**src/rv_ex_pkg.sv**
```systemverilog
package rv_ex_pkg;

    // ********************
    // widths and constants
    // ********************

    localparam int XLEN          = 32;
    localparam int IADDR_DEFAULT = 32;   // instruction address width unless the top overrides it.
    localparam int INSN_BYTES    = 4;    // every RV32I instruction is one word.

    // branch conditions as encoded in funct3.
    localparam logic [2:0] F3_BEQ  = 3'b000;
    localparam logic [2:0] F3_BNE  = 3'b001;
    localparam logic [2:0] F3_BLT  = 3'b100;
    localparam logic [2:0] F3_BGE  = 3'b101;
    localparam logic [2:0] F3_BLTU = 3'b110;
    localparam logic [2:0] F3_BGEU = 3'b111;

    // ********************
    // control encodings
    // ********************

    typedef enum logic [3:0] {
        ALU_ADD  = 4'd0,
        ALU_SUB  = 4'd1,
        ALU_SLL  = 4'd2,
        ALU_SLT  = 4'd3,
        ALU_SLTU = 4'd4,
        ALU_XOR  = 4'd5,
        ALU_SRL  = 4'd6,
        ALU_SRA  = 4'd7,
        ALU_OR   = 4'd8,
        ALU_AND  = 4'd9
    } alu_op_e;

    typedef enum logic [1:0] {
        OP2_REG   = 2'd0,
        OP2_IMM_I = 2'd1,
        OP2_IMM_J = 2'd2
    } op2_src_e;

    // the link value is the address of the following instruction.
    typedef enum logic {
        RES_ALU  = 1'b0,
        RES_LINK = 1'b1
    } res_src_e;

    // ********************
    // records
    // ********************

    typedef struct packed {
        alu_op_e    alu_op;
        logic       op1_pc;      // operand 1 is the pc instead of register 1.
        op2_src_e   op2_src;
        res_src_e   res_src;
        logic       reg_write;
        logic       store;
        logic       jal;
        logic       jalr;
        logic       branch;
        logic       mret;
        logic [2:0] funct3;
    } ex_ctrl_t;

    typedef struct packed {
        logic [4:0]      rs1;
        logic [4:0]      rs2;
        logic [4:0]      rd;
        logic [XLEN-1:0] imm_i;
        logic [XLEN-1:0] imm_j;
        ex_ctrl_t        ctrl;
    } issue_t;

    typedef struct packed {
        logic            valid;
        logic            reg_write;
        logic [4:0]      rd;
        logic [XLEN-1:0] value;
        logic            store;
        logic [XLEN-1:0] store_data;
    } ex_result_t;

endpackage
```
**src/rv_ex_top.sv**
```systemverilog
`timescale 1ns/1ps

module rv_ex_top
#(
    parameter int IADDR_SPACE_BITS = rv_ex_pkg::IADDR_DEFAULT
)
(
    input  logic                        i_clk,
    input  logic                        i_rst_n,
    input  logic                        i_stall,
    input  logic                        i_flush,
    input  logic                        i_valid,
    input  rv_ex_pkg::issue_t           i_issue,
    input  logic [IADDR_SPACE_BITS-1:0] i_pc,
    input  logic [IADDR_SPACE_BITS-1:0] i_pc_next,
    input  logic [IADDR_SPACE_BITS-1:0] i_ret_addr,
    input  logic [rv_ex_pkg::XLEN-1:0]  i_reg1_data,
    input  logic [rv_ex_pkg::XLEN-1:0]  i_reg2_data,
    output rv_ex_pkg::ex_result_t       o_wb,
    output logic                        o_redirect,
    output logic [IADDR_SPACE_BITS-1:0] o_redirect_pc
);

    import rv_ex_pkg::*;

    logic                        valid;
    ex_ctrl_t                    ctrl;
    logic [4:0]                  rd;
    logic [XLEN-1:0]             op1;
    logic [XLEN-1:0]             op2;
    logic [IADDR_SPACE_BITS-1:0] pc;
    logic [IADDR_SPACE_BITS-1:0] pc_next;
    logic [IADDR_SPACE_BITS-1:0] pc_target;
    logic [XLEN-1:0]             reg_data1;
    logic [XLEN-1:0]             reg_data2;
    logic [XLEN-1:0]             alu_result;
    logic                        redirect_req;
    logic [IADDR_SPACE_BITS-1:0] next_pc;

    rv_ex_operands #(.IADDR_SPACE_BITS(IADDR_SPACE_BITS)) i_rv_ex_operands
    (
        .i_clk          (i_clk),
        .i_rst_n        (i_rst_n),
        .i_stall        (i_stall),
        .i_flush        (i_flush),
        .i_valid        (i_valid),
        .i_issue        (i_issue),
        .i_pc           (i_pc),
        .i_pc_next      (i_pc_next),
        .i_ret_addr     (i_ret_addr),
        .i_reg1_data    (i_reg1_data),
        .i_reg2_data    (i_reg2_data),
        .o_valid        (valid),
        .o_ctrl         (ctrl),
        .o_rd           (rd),
        .o_op1          (op1),
        .o_op2          (op2),
        .o_pc           (pc),
        .o_pc_next      (pc_next),
        .o_pc_target    (pc_target),
        .o_reg_data1    (reg_data1),
        .o_reg_data2    (reg_data2)
    );

    // the ALU and the branch resolver work side by side on the latched instruction.
    rv_ex_alu i_rv_ex_alu
    (
        .i_op1          (op1),
        .i_op2          (op2),
        .i_alu_op       (ctrl.alu_op),
        .o_result       (alu_result)
    );

    rv_ex_branch #(.IADDR_SPACE_BITS(IADDR_SPACE_BITS)) i_rv_ex_branch
    (
        .i_valid        (valid),
        .i_ctrl         (ctrl),
        .i_reg_data1    (reg_data1),
        .i_reg_data2    (reg_data2),
        .i_pc           (pc),
        .i_pc_next      (pc_next),
        .i_pc_target    (pc_target),
        .o_next_pc      (next_pc),
        .o_redirect_req (redirect_req)
    );

    rv_ex_commit #(.IADDR_SPACE_BITS(IADDR_SPACE_BITS)) i_rv_ex_commit
    (
        .i_clk          (i_clk),
        .i_rst_n        (i_rst_n),
        .i_stall        (i_stall),
        .i_valid        (valid),
        .i_ctrl         (ctrl),
        .i_rd           (rd),
        .i_pc           (pc),
        .i_alu_result   (alu_result),
        .i_store_data   (reg_data2),
        .i_redirect_req (redirect_req),
        .i_next_pc      (next_pc),
        .o_wb           (o_wb),
        .o_redirect     (o_redirect),
        .o_redirect_pc  (o_redirect_pc)
    );

endmodule

```
**src/rv_ex_commit.sv**
```systemverilog
`timescale 1ns/1ps

module rv_ex_commit
#(
    parameter int IADDR_SPACE_BITS = rv_ex_pkg::IADDR_DEFAULT
)
(
    input  logic                        i_clk,
    input  logic                        i_rst_n,
    input  logic                        i_stall,
    input  logic                        i_valid,
    input  rv_ex_pkg::ex_ctrl_t         i_ctrl,
    input  logic [4:0]                  i_rd,
    input  logic [IADDR_SPACE_BITS-1:0] i_pc,
    input  logic [rv_ex_pkg::XLEN-1:0]  i_alu_result,
    input  logic [rv_ex_pkg::XLEN-1:0]  i_store_data,
    input  logic                        i_redirect_req,
    input  logic [IADDR_SPACE_BITS-1:0] i_next_pc,
    output rv_ex_pkg::ex_result_t       o_wb,
    output logic                        o_redirect,
    output logic [IADDR_SPACE_BITS-1:0] o_redirect_pc
);

    import rv_ex_pkg::*;

    logic [IADDR_SPACE_BITS-1:0] link_pc;
    logic [XLEN-1:0]             value;

    logic                        wb_valid;
    logic                        wb_reg_write;
    logic                        wb_store;
    logic                        redirect;
    logic [4:0]                  wb_rd;
    logic [XLEN-1:0]             wb_value;
    logic [XLEN-1:0]             wb_store_data;
    logic [IADDR_SPACE_BITS-1:0] redirect_pc;

    assign link_pc = i_pc + IADDR_SPACE_BITS'(INSN_BYTES);
    assign value   = (i_ctrl.res_src == RES_LINK) ? XLEN'(link_pc) : i_alu_result;

    // ********************
    // writeback register
    // ********************

    always_ff @(posedge i_clk or negedge i_rst_n)
    begin
        if (!i_rst_n)
        begin
            wb_valid     <= 1'b0;
            wb_reg_write <= 1'b0;
            wb_store     <= 1'b0;
            redirect     <= 1'b0;
        end
        else if (!i_stall)
        begin
            wb_valid     <= i_valid;
            wb_reg_write <= i_valid & i_ctrl.reg_write;   // a bubble must not write.
            wb_store     <= i_valid & i_ctrl.store;
            redirect     <= i_redirect_req;
        end
    end

    always_ff @(posedge i_clk)
    begin
        if (!i_stall)
        begin
            wb_rd         <= i_rd;
            wb_value      <= value;
            wb_store_data <= i_store_data;
            redirect_pc   <= i_next_pc;
        end
    end

    assign o_wb.valid      = wb_valid;
    assign o_wb.reg_write  = wb_reg_write;
    assign o_wb.rd         = wb_rd;
    assign o_wb.value      = wb_value;
    assign o_wb.store      = wb_store;
    assign o_wb.store_data = wb_store_data;

    assign o_redirect    = redirect;
    assign o_redirect_pc = redirect_pc;

endmodule

```
**src/rv_ex_branch.sv**
```systemverilog
`timescale 1ns/1ps

module rv_ex_branch
#(
    parameter int IADDR_SPACE_BITS = rv_ex_pkg::IADDR_DEFAULT
)
(
    input  logic                        i_valid,
    input  rv_ex_pkg::ex_ctrl_t         i_ctrl,
    input  logic [rv_ex_pkg::XLEN-1:0]  i_reg_data1,
    input  logic [rv_ex_pkg::XLEN-1:0]  i_reg_data2,
    input  logic [IADDR_SPACE_BITS-1:0] i_pc,
    input  logic [IADDR_SPACE_BITS-1:0] i_pc_next,
    input  logic [IADDR_SPACE_BITS-1:0] i_pc_target,
    output logic [IADDR_SPACE_BITS-1:0] o_next_pc,
    output logic                        o_redirect_req
);

    import rv_ex_pkg::*;

    logic                        cond;
    logic                        taken;
    logic [IADDR_SPACE_BITS-1:0] pc_seq;
    logic [IADDR_SPACE_BITS-1:0] next_pc;

    always_comb
    begin
        case (i_ctrl.funct3)
            F3_BEQ:  cond = i_reg_data1 == i_reg_data2;
            F3_BNE:  cond = i_reg_data1 != i_reg_data2;
            F3_BLT:  cond = $signed(i_reg_data1) < $signed(i_reg_data2);
            F3_BGE:  cond = $signed(i_reg_data1) >= $signed(i_reg_data2);
            F3_BLTU: cond = i_reg_data1 < i_reg_data2;
            F3_BGEU: cond = i_reg_data1 >= i_reg_data2;
            default: cond = 1'b0;   // reserved encodings never branch.
        endcase
    end

    // jumps and mret always leave the sequential path.
    assign taken = i_ctrl.jal | i_ctrl.jalr | i_ctrl.mret | (i_ctrl.branch & cond);

    assign pc_seq  = i_pc + IADDR_SPACE_BITS'(INSN_BYTES);
    assign next_pc = taken ? i_pc_target : pc_seq;

    // a wrong prediction shows up as a mismatch against the fetched successor.
    assign o_redirect_req = i_valid & (next_pc != i_pc_next);
    assign o_next_pc      = next_pc;

endmodule

```
**src/rv_ex_alu.sv**
```systemverilog
`timescale 1ns/1ps

module rv_ex_alu
(
    input  logic [rv_ex_pkg::XLEN-1:0] i_op1,
    input  logic [rv_ex_pkg::XLEN-1:0] i_op2,
    input  rv_ex_pkg::alu_op_e         i_alu_op,
    output logic [rv_ex_pkg::XLEN-1:0] o_result
);

    import rv_ex_pkg::*;

    logic [4:0]      shamt;
    logic            lt_signed;
    logic            lt_unsigned;
    logic [XLEN-1:0] result;

    assign shamt       = i_op2[4:0];   // only the low five bits count in RV32I.
    assign lt_signed   = $signed(i_op1) < $signed(i_op2);
    assign lt_unsigned = i_op1 < i_op2;

    always_comb
    begin
        case (i_alu_op)
            ALU_ADD:
            begin
                result = i_op1 + i_op2;
            end
            ALU_SUB:
            begin
                result = i_op1 - i_op2;
            end
            ALU_SLL:
            begin
                result = i_op1 << shamt;
            end
            ALU_SLT:
            begin
                result = XLEN'(lt_signed);
            end
            ALU_SLTU:
            begin
                result = XLEN'(lt_unsigned);
            end
            ALU_XOR:
            begin
                result = i_op1 ^ i_op2;
            end
            ALU_SRL:
            begin
                result = i_op1 >> shamt;
            end
            ALU_SRA:
            begin
                result = $unsigned($signed(i_op1) >>> shamt);   // sign bit fills from the left.
            end
            ALU_OR:
            begin
                result = i_op1 | i_op2;
            end
            ALU_AND:
            begin
                result = i_op1 & i_op2;
            end
            default:
            begin
                result = '0;
            end
        endcase
    end

    assign o_result = result;

endmodule

```
**src/rv_ex_operands.sv**
```systemverilog
`timescale 1ns/1ps

module rv_ex_operands
#(
    parameter int IADDR_SPACE_BITS = rv_ex_pkg::IADDR_DEFAULT
)
(
    input  logic                          i_clk,
    input  logic                          i_rst_n,
    input  logic                          i_stall,
    input  logic                          i_flush,
    input  logic                          i_valid,
    input  rv_ex_pkg::issue_t             i_issue,
    input  logic [IADDR_SPACE_BITS-1:0]   i_pc,
    input  logic [IADDR_SPACE_BITS-1:0]   i_pc_next,
    input  logic [IADDR_SPACE_BITS-1:0]   i_ret_addr,
    input  logic [rv_ex_pkg::XLEN-1:0]    i_reg1_data,
    input  logic [rv_ex_pkg::XLEN-1:0]    i_reg2_data,
    output logic                          o_valid,
    output rv_ex_pkg::ex_ctrl_t           o_ctrl,
    output logic [4:0]                    o_rd,
    output logic [rv_ex_pkg::XLEN-1:0]    o_op1,
    output logic [rv_ex_pkg::XLEN-1:0]    o_op2,
    output logic [IADDR_SPACE_BITS-1:0]   o_pc,
    output logic [IADDR_SPACE_BITS-1:0]   o_pc_next,
    output logic [IADDR_SPACE_BITS-1:0]   o_pc_target,
    output logic [rv_ex_pkg::XLEN-1:0]    o_reg_data1,
    output logic [rv_ex_pkg::XLEN-1:0]    o_reg_data2
);

    import rv_ex_pkg::*;

    logic                        valid;
    ex_ctrl_t                    ctrl;
    logic [4:0]                  rd;
    logic [XLEN-1:0]             imm_i;
    logic [XLEN-1:0]             imm_j;
    logic [IADDR_SPACE_BITS-1:0] pc;
    logic [IADDR_SPACE_BITS-1:0] pc_next;

    logic [XLEN-1:0]             pc_ext;
    logic [XLEN-1:0]             op2;
    logic [IADDR_SPACE_BITS-1:0] target_base;
    logic [IADDR_SPACE_BITS-1:0] target_offset;
    logic [IADDR_SPACE_BITS-1:0] target_sum;

    // ********************
    // stage register
    // ********************

    // flush wins over stall so a killed instruction never lingers in the stage.
    always_ff @(posedge i_clk or negedge i_rst_n)
    begin
        if (!i_rst_n)
        begin
            valid <= 1'b0;
            ctrl  <= '0;
        end
        else if (i_flush)
        begin
            valid <= 1'b0;
            ctrl  <= '0;
        end
        else if (!i_stall)
        begin
            valid <= i_valid;
            ctrl  <= i_issue.ctrl;
        end
    end

    always_ff @(posedge i_clk)
    begin
        if (!i_stall)
        begin
            rd      <= i_issue.rd;
            imm_i   <= i_issue.imm_i;
            imm_j   <= i_issue.imm_j;
            pc      <= i_pc;
            pc_next <= i_pc_next;   // predicted successor, checked by the branch resolver.
        end
    end

    // ********************
    // operand selection
    // ********************

    assign pc_ext = XLEN'(pc);

    assign o_op1 = ctrl.op1_pc ? pc_ext : i_reg1_data;

    always_comb
    begin
        case (ctrl.op2_src)
            OP2_IMM_I: op2 = imm_i;
            OP2_IMM_J: op2 = imm_j;
            default:   op2 = i_reg2_data;
        endcase
    end

    assign o_op2 = op2;

    // ********************
    // target address
    // ********************

    assign target_base   = ctrl.mret ? i_ret_addr :
                           ctrl.jalr ? i_reg1_data[IADDR_SPACE_BITS-1:0] :
                           pc;
    assign target_offset = ctrl.mret ? '0 :
                           ctrl.jalr ? imm_i[IADDR_SPACE_BITS-1:0] :
                           imm_j[IADDR_SPACE_BITS-1:0];
    assign target_sum    = target_base + target_offset;

    // jalr drops bit 0 of the computed address.
    assign o_pc_target = ctrl.jalr ? {target_sum[IADDR_SPACE_BITS-1:1], 1'b0} : target_sum;

    assign o_valid     = valid;
    assign o_ctrl      = ctrl;
    assign o_rd        = rd;
    assign o_pc        = pc;
    assign o_pc_next   = pc_next;
    assign o_reg_data1 = i_reg1_data;
    assign o_reg_data2 = i_reg2_data;

endmodule

```
**config.mk**
```make
export PLATFORM = sky130hd
export DESIGN_NAME = rv_ex_top
export DESIGN_NICKNAME = d
export VERILOG_FILES = /design/src/rv_ex_pkg.sv /design/src/rv_ex_top.sv /design/src/rv_ex_commit.sv /design/src/rv_ex_branch.sv /design/src/rv_ex_alu.sv /design/src/rv_ex_operands.sv
export SDC_FILE = /design/constraint.sdc
export NUM_CORES = 1
export LEC_CHECK = 0
export BUFFER_PORTS_ARGS = -buffer_cell sky130_fd_sc_hd__buf_2
export CAP_MARGIN = 20
export CORE_UTILIZATION = 25
export DETAILED_ROUTE_END_ITERATION = 7
export RECOVER_POWER = 100
export SYNTH_ARGS = -nofsm -noshare
export SYNTH_HDL_FRONTEND = slang
export SYNTH_SLANG_ARGS = --single-unit
```
**constraint.sdc**
```tcl
create_clock -name i_clk -period 5.5 [get_ports i_clk]
set_clock_uncertainty 0.2 [all_clocks]
set_input_delay 1.1 -clock i_clk [delete_from_list [all_inputs] [get_ports i_clk]]
set_output_delay 1.1 -clock i_clk [all_outputs]
set_load 0.05 [all_outputs]
```
Yosys cells after proc, flatten, opt, wreduce, memory -nomap -nowiden

Cells that the tools add are included.

Input bits: 261
Logic and storage cells: 85
Register bits after elaboration: 256
Output and inout port bits: 105

Bitwise gates (word level): 10
Multiplexer cells: 15
Shifts and indexed selects: 3
$add $sub $neg: 4
Reductions and logical operators: 2
Magnitude comparators: 6
Equality and inequality tests: 20

Operators by type and width:

| cell                                                            | count |
|---|---|
| 32-bit case mux with 10 select lines                            | 1 |
| 32-bit 2-to-1 mux                                               | 7 |
| 32-bit < comparator                                             | 4 |
| 32-bit adder                                                    | 2 |
| 32-bit greater-or-equal comparator                              | 2 |
| 32-bit != test                                                  | 2 |
| 32-bit case mux with 2 select lines                             | 1 |
| 17-bit 2-to-1 mux                                               | 2 |
| 32-bit by 3-bit adder with 32-bit output, second input constant | 1 |
| 32-bit bitwise AND                                              | 1 |
| 32-bit == test                                                  | 1 |
| 32-bit OR                                                       | 1 |
| 32-bit by 5-bit left shift with 32-bit output                   | 1 |
| 32-bit by 5-bit >> shifter with 32-bit output                   | 1 |
| 32-bit by 5-bit >>> shifter with 32-bit output                  | 1 |
| 32-bit subtractor                                               | 1 |
| 32-bit XOR                                                      | 1 |
| 4-bit by 3-bit == test with 1-bit output, second input constant | 4 |
| 3-bit == test, second input constant                            | 4 |
| 4-bit by 2-bit == test with 1-bit output, second input constant | 2 |
| 4-bit == test, second input constant                            | 2 |
| 1-bit case mux with 6 select lines                              | 1 |
| 1-bit bitwise AND                                               | 4 |
| 4-bit by 1-bit == test with 1-bit output, second input constant | 1 |
| 8 further kinds                                                 | 12 |

Logic depth before layout (Yosys ltp)

Word-level depth: 7
Mapped depth: 23
Depth with buffers taken out: 18

Hierarchy

From an unflattened synthesis, not the netlist that was laid out.

Cells, all modules: 2783
Area total of the unflattened synthesis: 23877.9 sq um

By module, submodules not included:

| module         | seq. area each (sq um) | cells an instance | times used | area an instance (sq um) |
|---|---|---|---|---|
| rv_ex_operands | 4444.3                 | 813               | 1          | 8924.8 |
| rv_ex_alu      | 0.0                    | 1270              | 1          | 8001.4 |
| rv_ex_commit   | 3133.0                 | 288               | 1          | 4217.8 |
| rv_ex_branch   | 0.0                    | 412               | 1          | 2733.9 |

Worst setup path before layout

OpenSTA, ideal clock, no wires.

Path type: in2reg
Start: input i_stall
End: register i_rv_ex_commit.redirect_pc[0] (netlist: i_rv_ex_commit.o_redirect_pc[0]) (enable)
Arrival time: 6090 ps
Buffers on the path: 2
Stages: 3
Library setup time: 585 ps
Data required time: 4715 ps
Slack: -1375 ps
Path through: clkbuf_1 -> buf_1 -> inv_1

RTL lines:

| element              | line               | source |
|---|---|---|
| start, declared      | rv_ex_top.sv:10    | `input logic i_stall,` |
| end signal, assigned | rv_ex_commit.sv:70 | `redirect_pc <= i_next_pc;` |
| end, declared        | rv_ex_commit.sv:36 | `logic [IADDR_SPACE_BITS-1:0] redirect_pc;` |

No word-level cell between the ends.

Final worst setup path

Start: register i_rv_ex_operands.o_ctrl[11] (netlist name)
End: register i_rv_ex_commit.wb_value[24] (data pin)

Word-level cells in the longest chain between the ends: 5
Elaborated cells on any way between the ends: 13
Classes of those cells: add/sub: 2; eq/ne: 2; shift: 3; mux: 3; bitwise: 3

Ends and longest elaborated chain:

| element                                                                   | line                 | source |
|---|---|---|
| 2-bit == test or 2-bit by 1-bit == test with 1-bit output (tied branches) | rv_ex_operands.sv:93 | `case (ctrl.op2_src)` |
| 32-bit case mux with 2 select lines *                                     | rv_ex_operands.sv:93 |  |
| 32-bit subtractor (tied with other cells)                                 | rv_ex_alu.sv:31      | `result = i_op1 - i_op2;` |
| 32-bit case mux with 10 select lines *                                    | rv_ex_alu.sv:24      | `case (i_alu_op)` |
| 32-bit 2-to-1 mux *                                                       | rv_ex_commit.sv:39   | `assign value = (i_ctrl.res_src == RES_LINK) ? XLEN'(link_pc) : i_alu_result;` |
| named net i_rv_ex_commit.value[24]                                        | rv_ex_commit.sv:27   | `logic [XLEN-1:0] value;` |
| end signal, assigned                                                      | rv_ex_commit.sv:68   | `wb_value <= value;` |
| end, declared                                                             | rv_ex_commit.sv:34   | `logic [XLEN-1:0] wb_value;` |

Mark *: on every way through the listed nets, which the timed path passes. The rest lies on a longest branch.
A chain may end at the register's enable or synchronous reset.

==> metrics.txt <==
status complete, but fails checks; failing checks max-capacitance violations, max-slew violations; sw frac 43.8%; RSZ-0062 raised after global routing false; clk slew on worst S/H paths 0.06 ns; combinational power share 49.0%; drc violations 0; Pleak 0.0118 uW; number of antenna-violating nets in the routed design 0; Die H 303 um; Fill cells 9595; GPL Wtd Cong 1.06; first-pass GRT wire length 162000 um; vias in the first global route 22600; Cell Pwr Density 309 mW/mm2; number of setup violations in the final report 0; synthesized area 0.0226 mm2; width of the die 303 um; Reg2Reg Setup Slack 0.12 ns; die area 0.0915 mm2; Area Overhead vs Synth 26.5%; WL/cell 26.7 um; # port buffers 355; Slew headroom -54.2%; CTS Buf Count 28; H-tree depth reported by CTS 1; Hold Crit Class register to register; post-synthesis cell count 2608; Int Power 4960 uW; CORE AREA 0.0889 mm2; drt pass-1 iters 6; Syn Area/Cell 8.66 um2; top_reg_cell synth edfxtp_1; Total Power 8830 uW; area leader, netlist edfxtp_1; TritonCTS clock tree built; area of the multi-input gates 0.0139 mm2; FF+latch area 0.00758 mm2; register bit total from synthesis 256; Min Hold Slack 0.217 ns; clock sinks 256; final wirelength 116000 um; DP Area 0.0277 mm2; Area contributors post-synth edfxtp_1 31%, ha_1 9.0%, mux2i_1 7.9%; max frequency 0.186 GHz; DP HPWL 96200 um; Peak VDD IR 261 uV; Critical Path AT 5.55 ns; starting density of the core 25.4%; nets@finish 3585; ys async rst share 8.59%; # hold bufs at CTS 0; Final period util 97.8%; Distinct cells, synth 86; final hold viol count 0; Mapped Nets 3035; largest net degree at the start of global routing 89; worst-path maximum fanout 17; MaxCap Viol Count 3; CTS root buf clkbuf_16; Skew-Pair Late Insertion Delay 0.62 ns; worst path required time 5.67 ns; Slew Viols, Final 162; cell area after layout 0.0286 mm2; crit path kind register to register; Worst Setup End Kind register; vias post-DR 24000; Synth top area share 31.1%; minimum clock period 5.38 ns; gr usage total 24.4%; DR iter-0 viols 2965; Post-synth EDFFs 234; num rows 109; maximum root-to-sink buffer count 3; DP Worst Slack -0.508 ns; Final Util 32.1%; vias per inst 5.51; Flop pwr share 29.2%; final worst setup slack 0.123 ns; sequential-to-total area share from yosys stat 33.6%; Slew @ Worst Pin 2.31 ns; GR Overflow Total 0; Clock power frac 21.7%; CP startpoint kind register; initial antenna violation count 10; Synthesis Warnings 0; share of cells above drive strength 1 20.3%; I/O Pins 366; Switch Pwr 3870 uW
==> per-layer routing <==
layer / GRT usage, % / vias up / share of wire (%) / wire length [um]
met1: 31.7 / 11600 / 40 / 46800
li1: - / 10800 / - / -
met3: 5.29 / 229 / 9.6 / 11200
met5: 0 / - / 0.035 / 41
met4: 13.1 / 6 / 6.2 / 7190
met2: 37.7 / 1305 / 44 / 50800
==> power groups by stage <==
stage | Sequential [uW] | Clock (uW) | Combinational [uW]
6_report | 2580 | 1920 | 4330
5_1_grt | 2590 | 2020 | 4570
4_1_cts | 2570 | 1960 | 4230
3_5_place_dp | 2610 | 0 | 4210
3_3_place_gp | 2610 | 0 | 4190
2_1_floorplan | 2900 | 0 | 2120
==> timing repair <==
item	CTS	global route
gates resized for setup	8	28
setup endpoints to repair	14	17
pin swaps	0	2
setup buffers	0	3
==> final timing paths <==
check,from,end,cells past startpoint
worst max-delay path,i_rv_ex_operands.o_ctrl[11]$_DFFE_PN0P_,i_rv_ex_commit.wb_value[24]$_DFFE_PN_,23
worst min-delay path,i_rv_ex_operands.o_rd[0]$_DFFE_PN_,i_rv_ex_commit.wb_rd[0]$_DFFE_PN_,0
worst max register to register,i_rv_ex_operands.o_ctrl[11]$_DFFE_PN0P_,i_rv_ex_commit.wb_value[24]$_DFFE_PN_,23
worst min register to register,i_rv_ex_operands.o_rd[0]$_DFFE_PN_,i_rv_ex_commit.wb_rd[0]$_DFFE_PN_,0
max in group asynchronous,i_rst_n,i_rv_ex_operands.o_ctrl[5]$_DFFE_PN0P_,1
min in group asynchronous,i_rst_n,i_rv_ex_commit.wb_store$_DFFE_PN0N_,1
==> cell usage after synthesis, types with 39 or more instances <==
library cell / number
nand2_1: 259
nor3_1: 47
mux2i_1: 179
ha_1: 163
o22ai_1: 42
clkbuf_1: 122
inv_1: 143
nor2_1: 250
a221oi_1: 47
o21ai_0: 230
nand3_1: 39
edfxtp_1: 234
a21oi_1: 189
xnor2_1: 51
==> cell families (layout without fill, tap and decap cells) <==
| group | count (synthesis) | after routing | share of synthesized area [%] |
|---|---|---|---|
| compound gates | 855 | 855 | 24.8 |
| flops | 256 | 256 | 33.6 |
| xor+xnor | 93 | 93 | 3.86 |
| buf+inv | 317 | 887 | 5.52 |
| mux | 195 | 195 | 8.76 |
| fa+ha+maj | 166 | 166 | 9.30 |
| other cells | 0 | 6 | 0 |
| simple gates | 726 | 726 | 14.3 |
==> worst max-delay path, cell delays in order, from the launching register on <==
cell and delay [ns]:
dfrtp_1 0.42, inv_1 0.07, ha_1 0.18, buf_12 0.13, buf_6 0.20, a22oi_1 0.16, o21ai_4 0.29, inv_1 0.14
ha_1 0.29, inv_1 0.09, buf_4 0.15, o21bai_1 0.26, a21oi_1 0.15, o21ai_1 0.45, a21boi_0 0.17, buf_4 0.19
buf_4 0.13, o21ai_0 0.22, a21oi_2 0.12, o31ai_1 0.35, o211a_1 0.19, o2111a_1 0.24, o22ai_1 0.11, buf_4 0.19
==> sequential cells by signal, indices dropped and copies added (netlist names) <==
name	flops
i_rv_ex_commit.wb_store_data	32
i_rv_ex_commit.wb_store	1
i_rv_ex_operands.o_valid	1
i_rv_ex_commit.wb_reg_write	1
i_rv_ex_commit.wb_valid	1
i_rv_ex_operands.o_rd	5
i_rv_ex_commit.o_redirect	1
i_rv_ex_commit.wb_value	32
i_rv_ex_operands.o_pc	32
i_rv_ex_operands.o_pc_next	32
i_rv_ex_operands.imm_j	32
i_rv_ex_operands.o_ctrl	17
i_rv_ex_commit.o_redirect_pc	32
i_rv_ex_operands.imm_i	32
i_rv_ex_commit.wb_rd	5
==> cells in the final DEF, fill, tap and decap left out, types with 21 or more instances in the layout <==
master	Yosys	layout
clkbuf_16	0	28
buf_2	15	224
o21ai_0	230	223
nor2_1	250	249
mux2i_1	179	179
a221oi_1	47	47
xnor2_1	51	50
nand2_1	259	258
o211ai_1	38	38
nand3_1	39	38
ha_1	163	162
edfxtp_1	234	234
nor3_1	47	45
a21o_1	35	35
a22oi_1	38	37
buf_4	8	292
a21oi_1	189	183
o22ai_1	42	42
nand4_1	21	21
xor2_1	38	38
clkbuf_1	122	164
inv_1	143	142
a211oi_1	29	26
==> metrics by stage <==
stage               instances  setup TNS [ns]
finish                   4349               0
global route             4344               0
CTS                      4340               0
detailed placement       4290           -4.82
global placement         4290           -4.98
floorplan                2608               0
==> area by class of cell <==
type / count / share of cell area, %
antenna: 6 / 0.0526
multi-input combinational: 2035 / 48.8
timing repair buffer: 691 / 14.4
sequential: 256 / 26.6
clock inverter: 17 / 0.697
tap: 1165 / 5.10
inverter: 146 / 1.94
clock buffer: 33 / 2.52
Power figures use the tool's default switching activity.
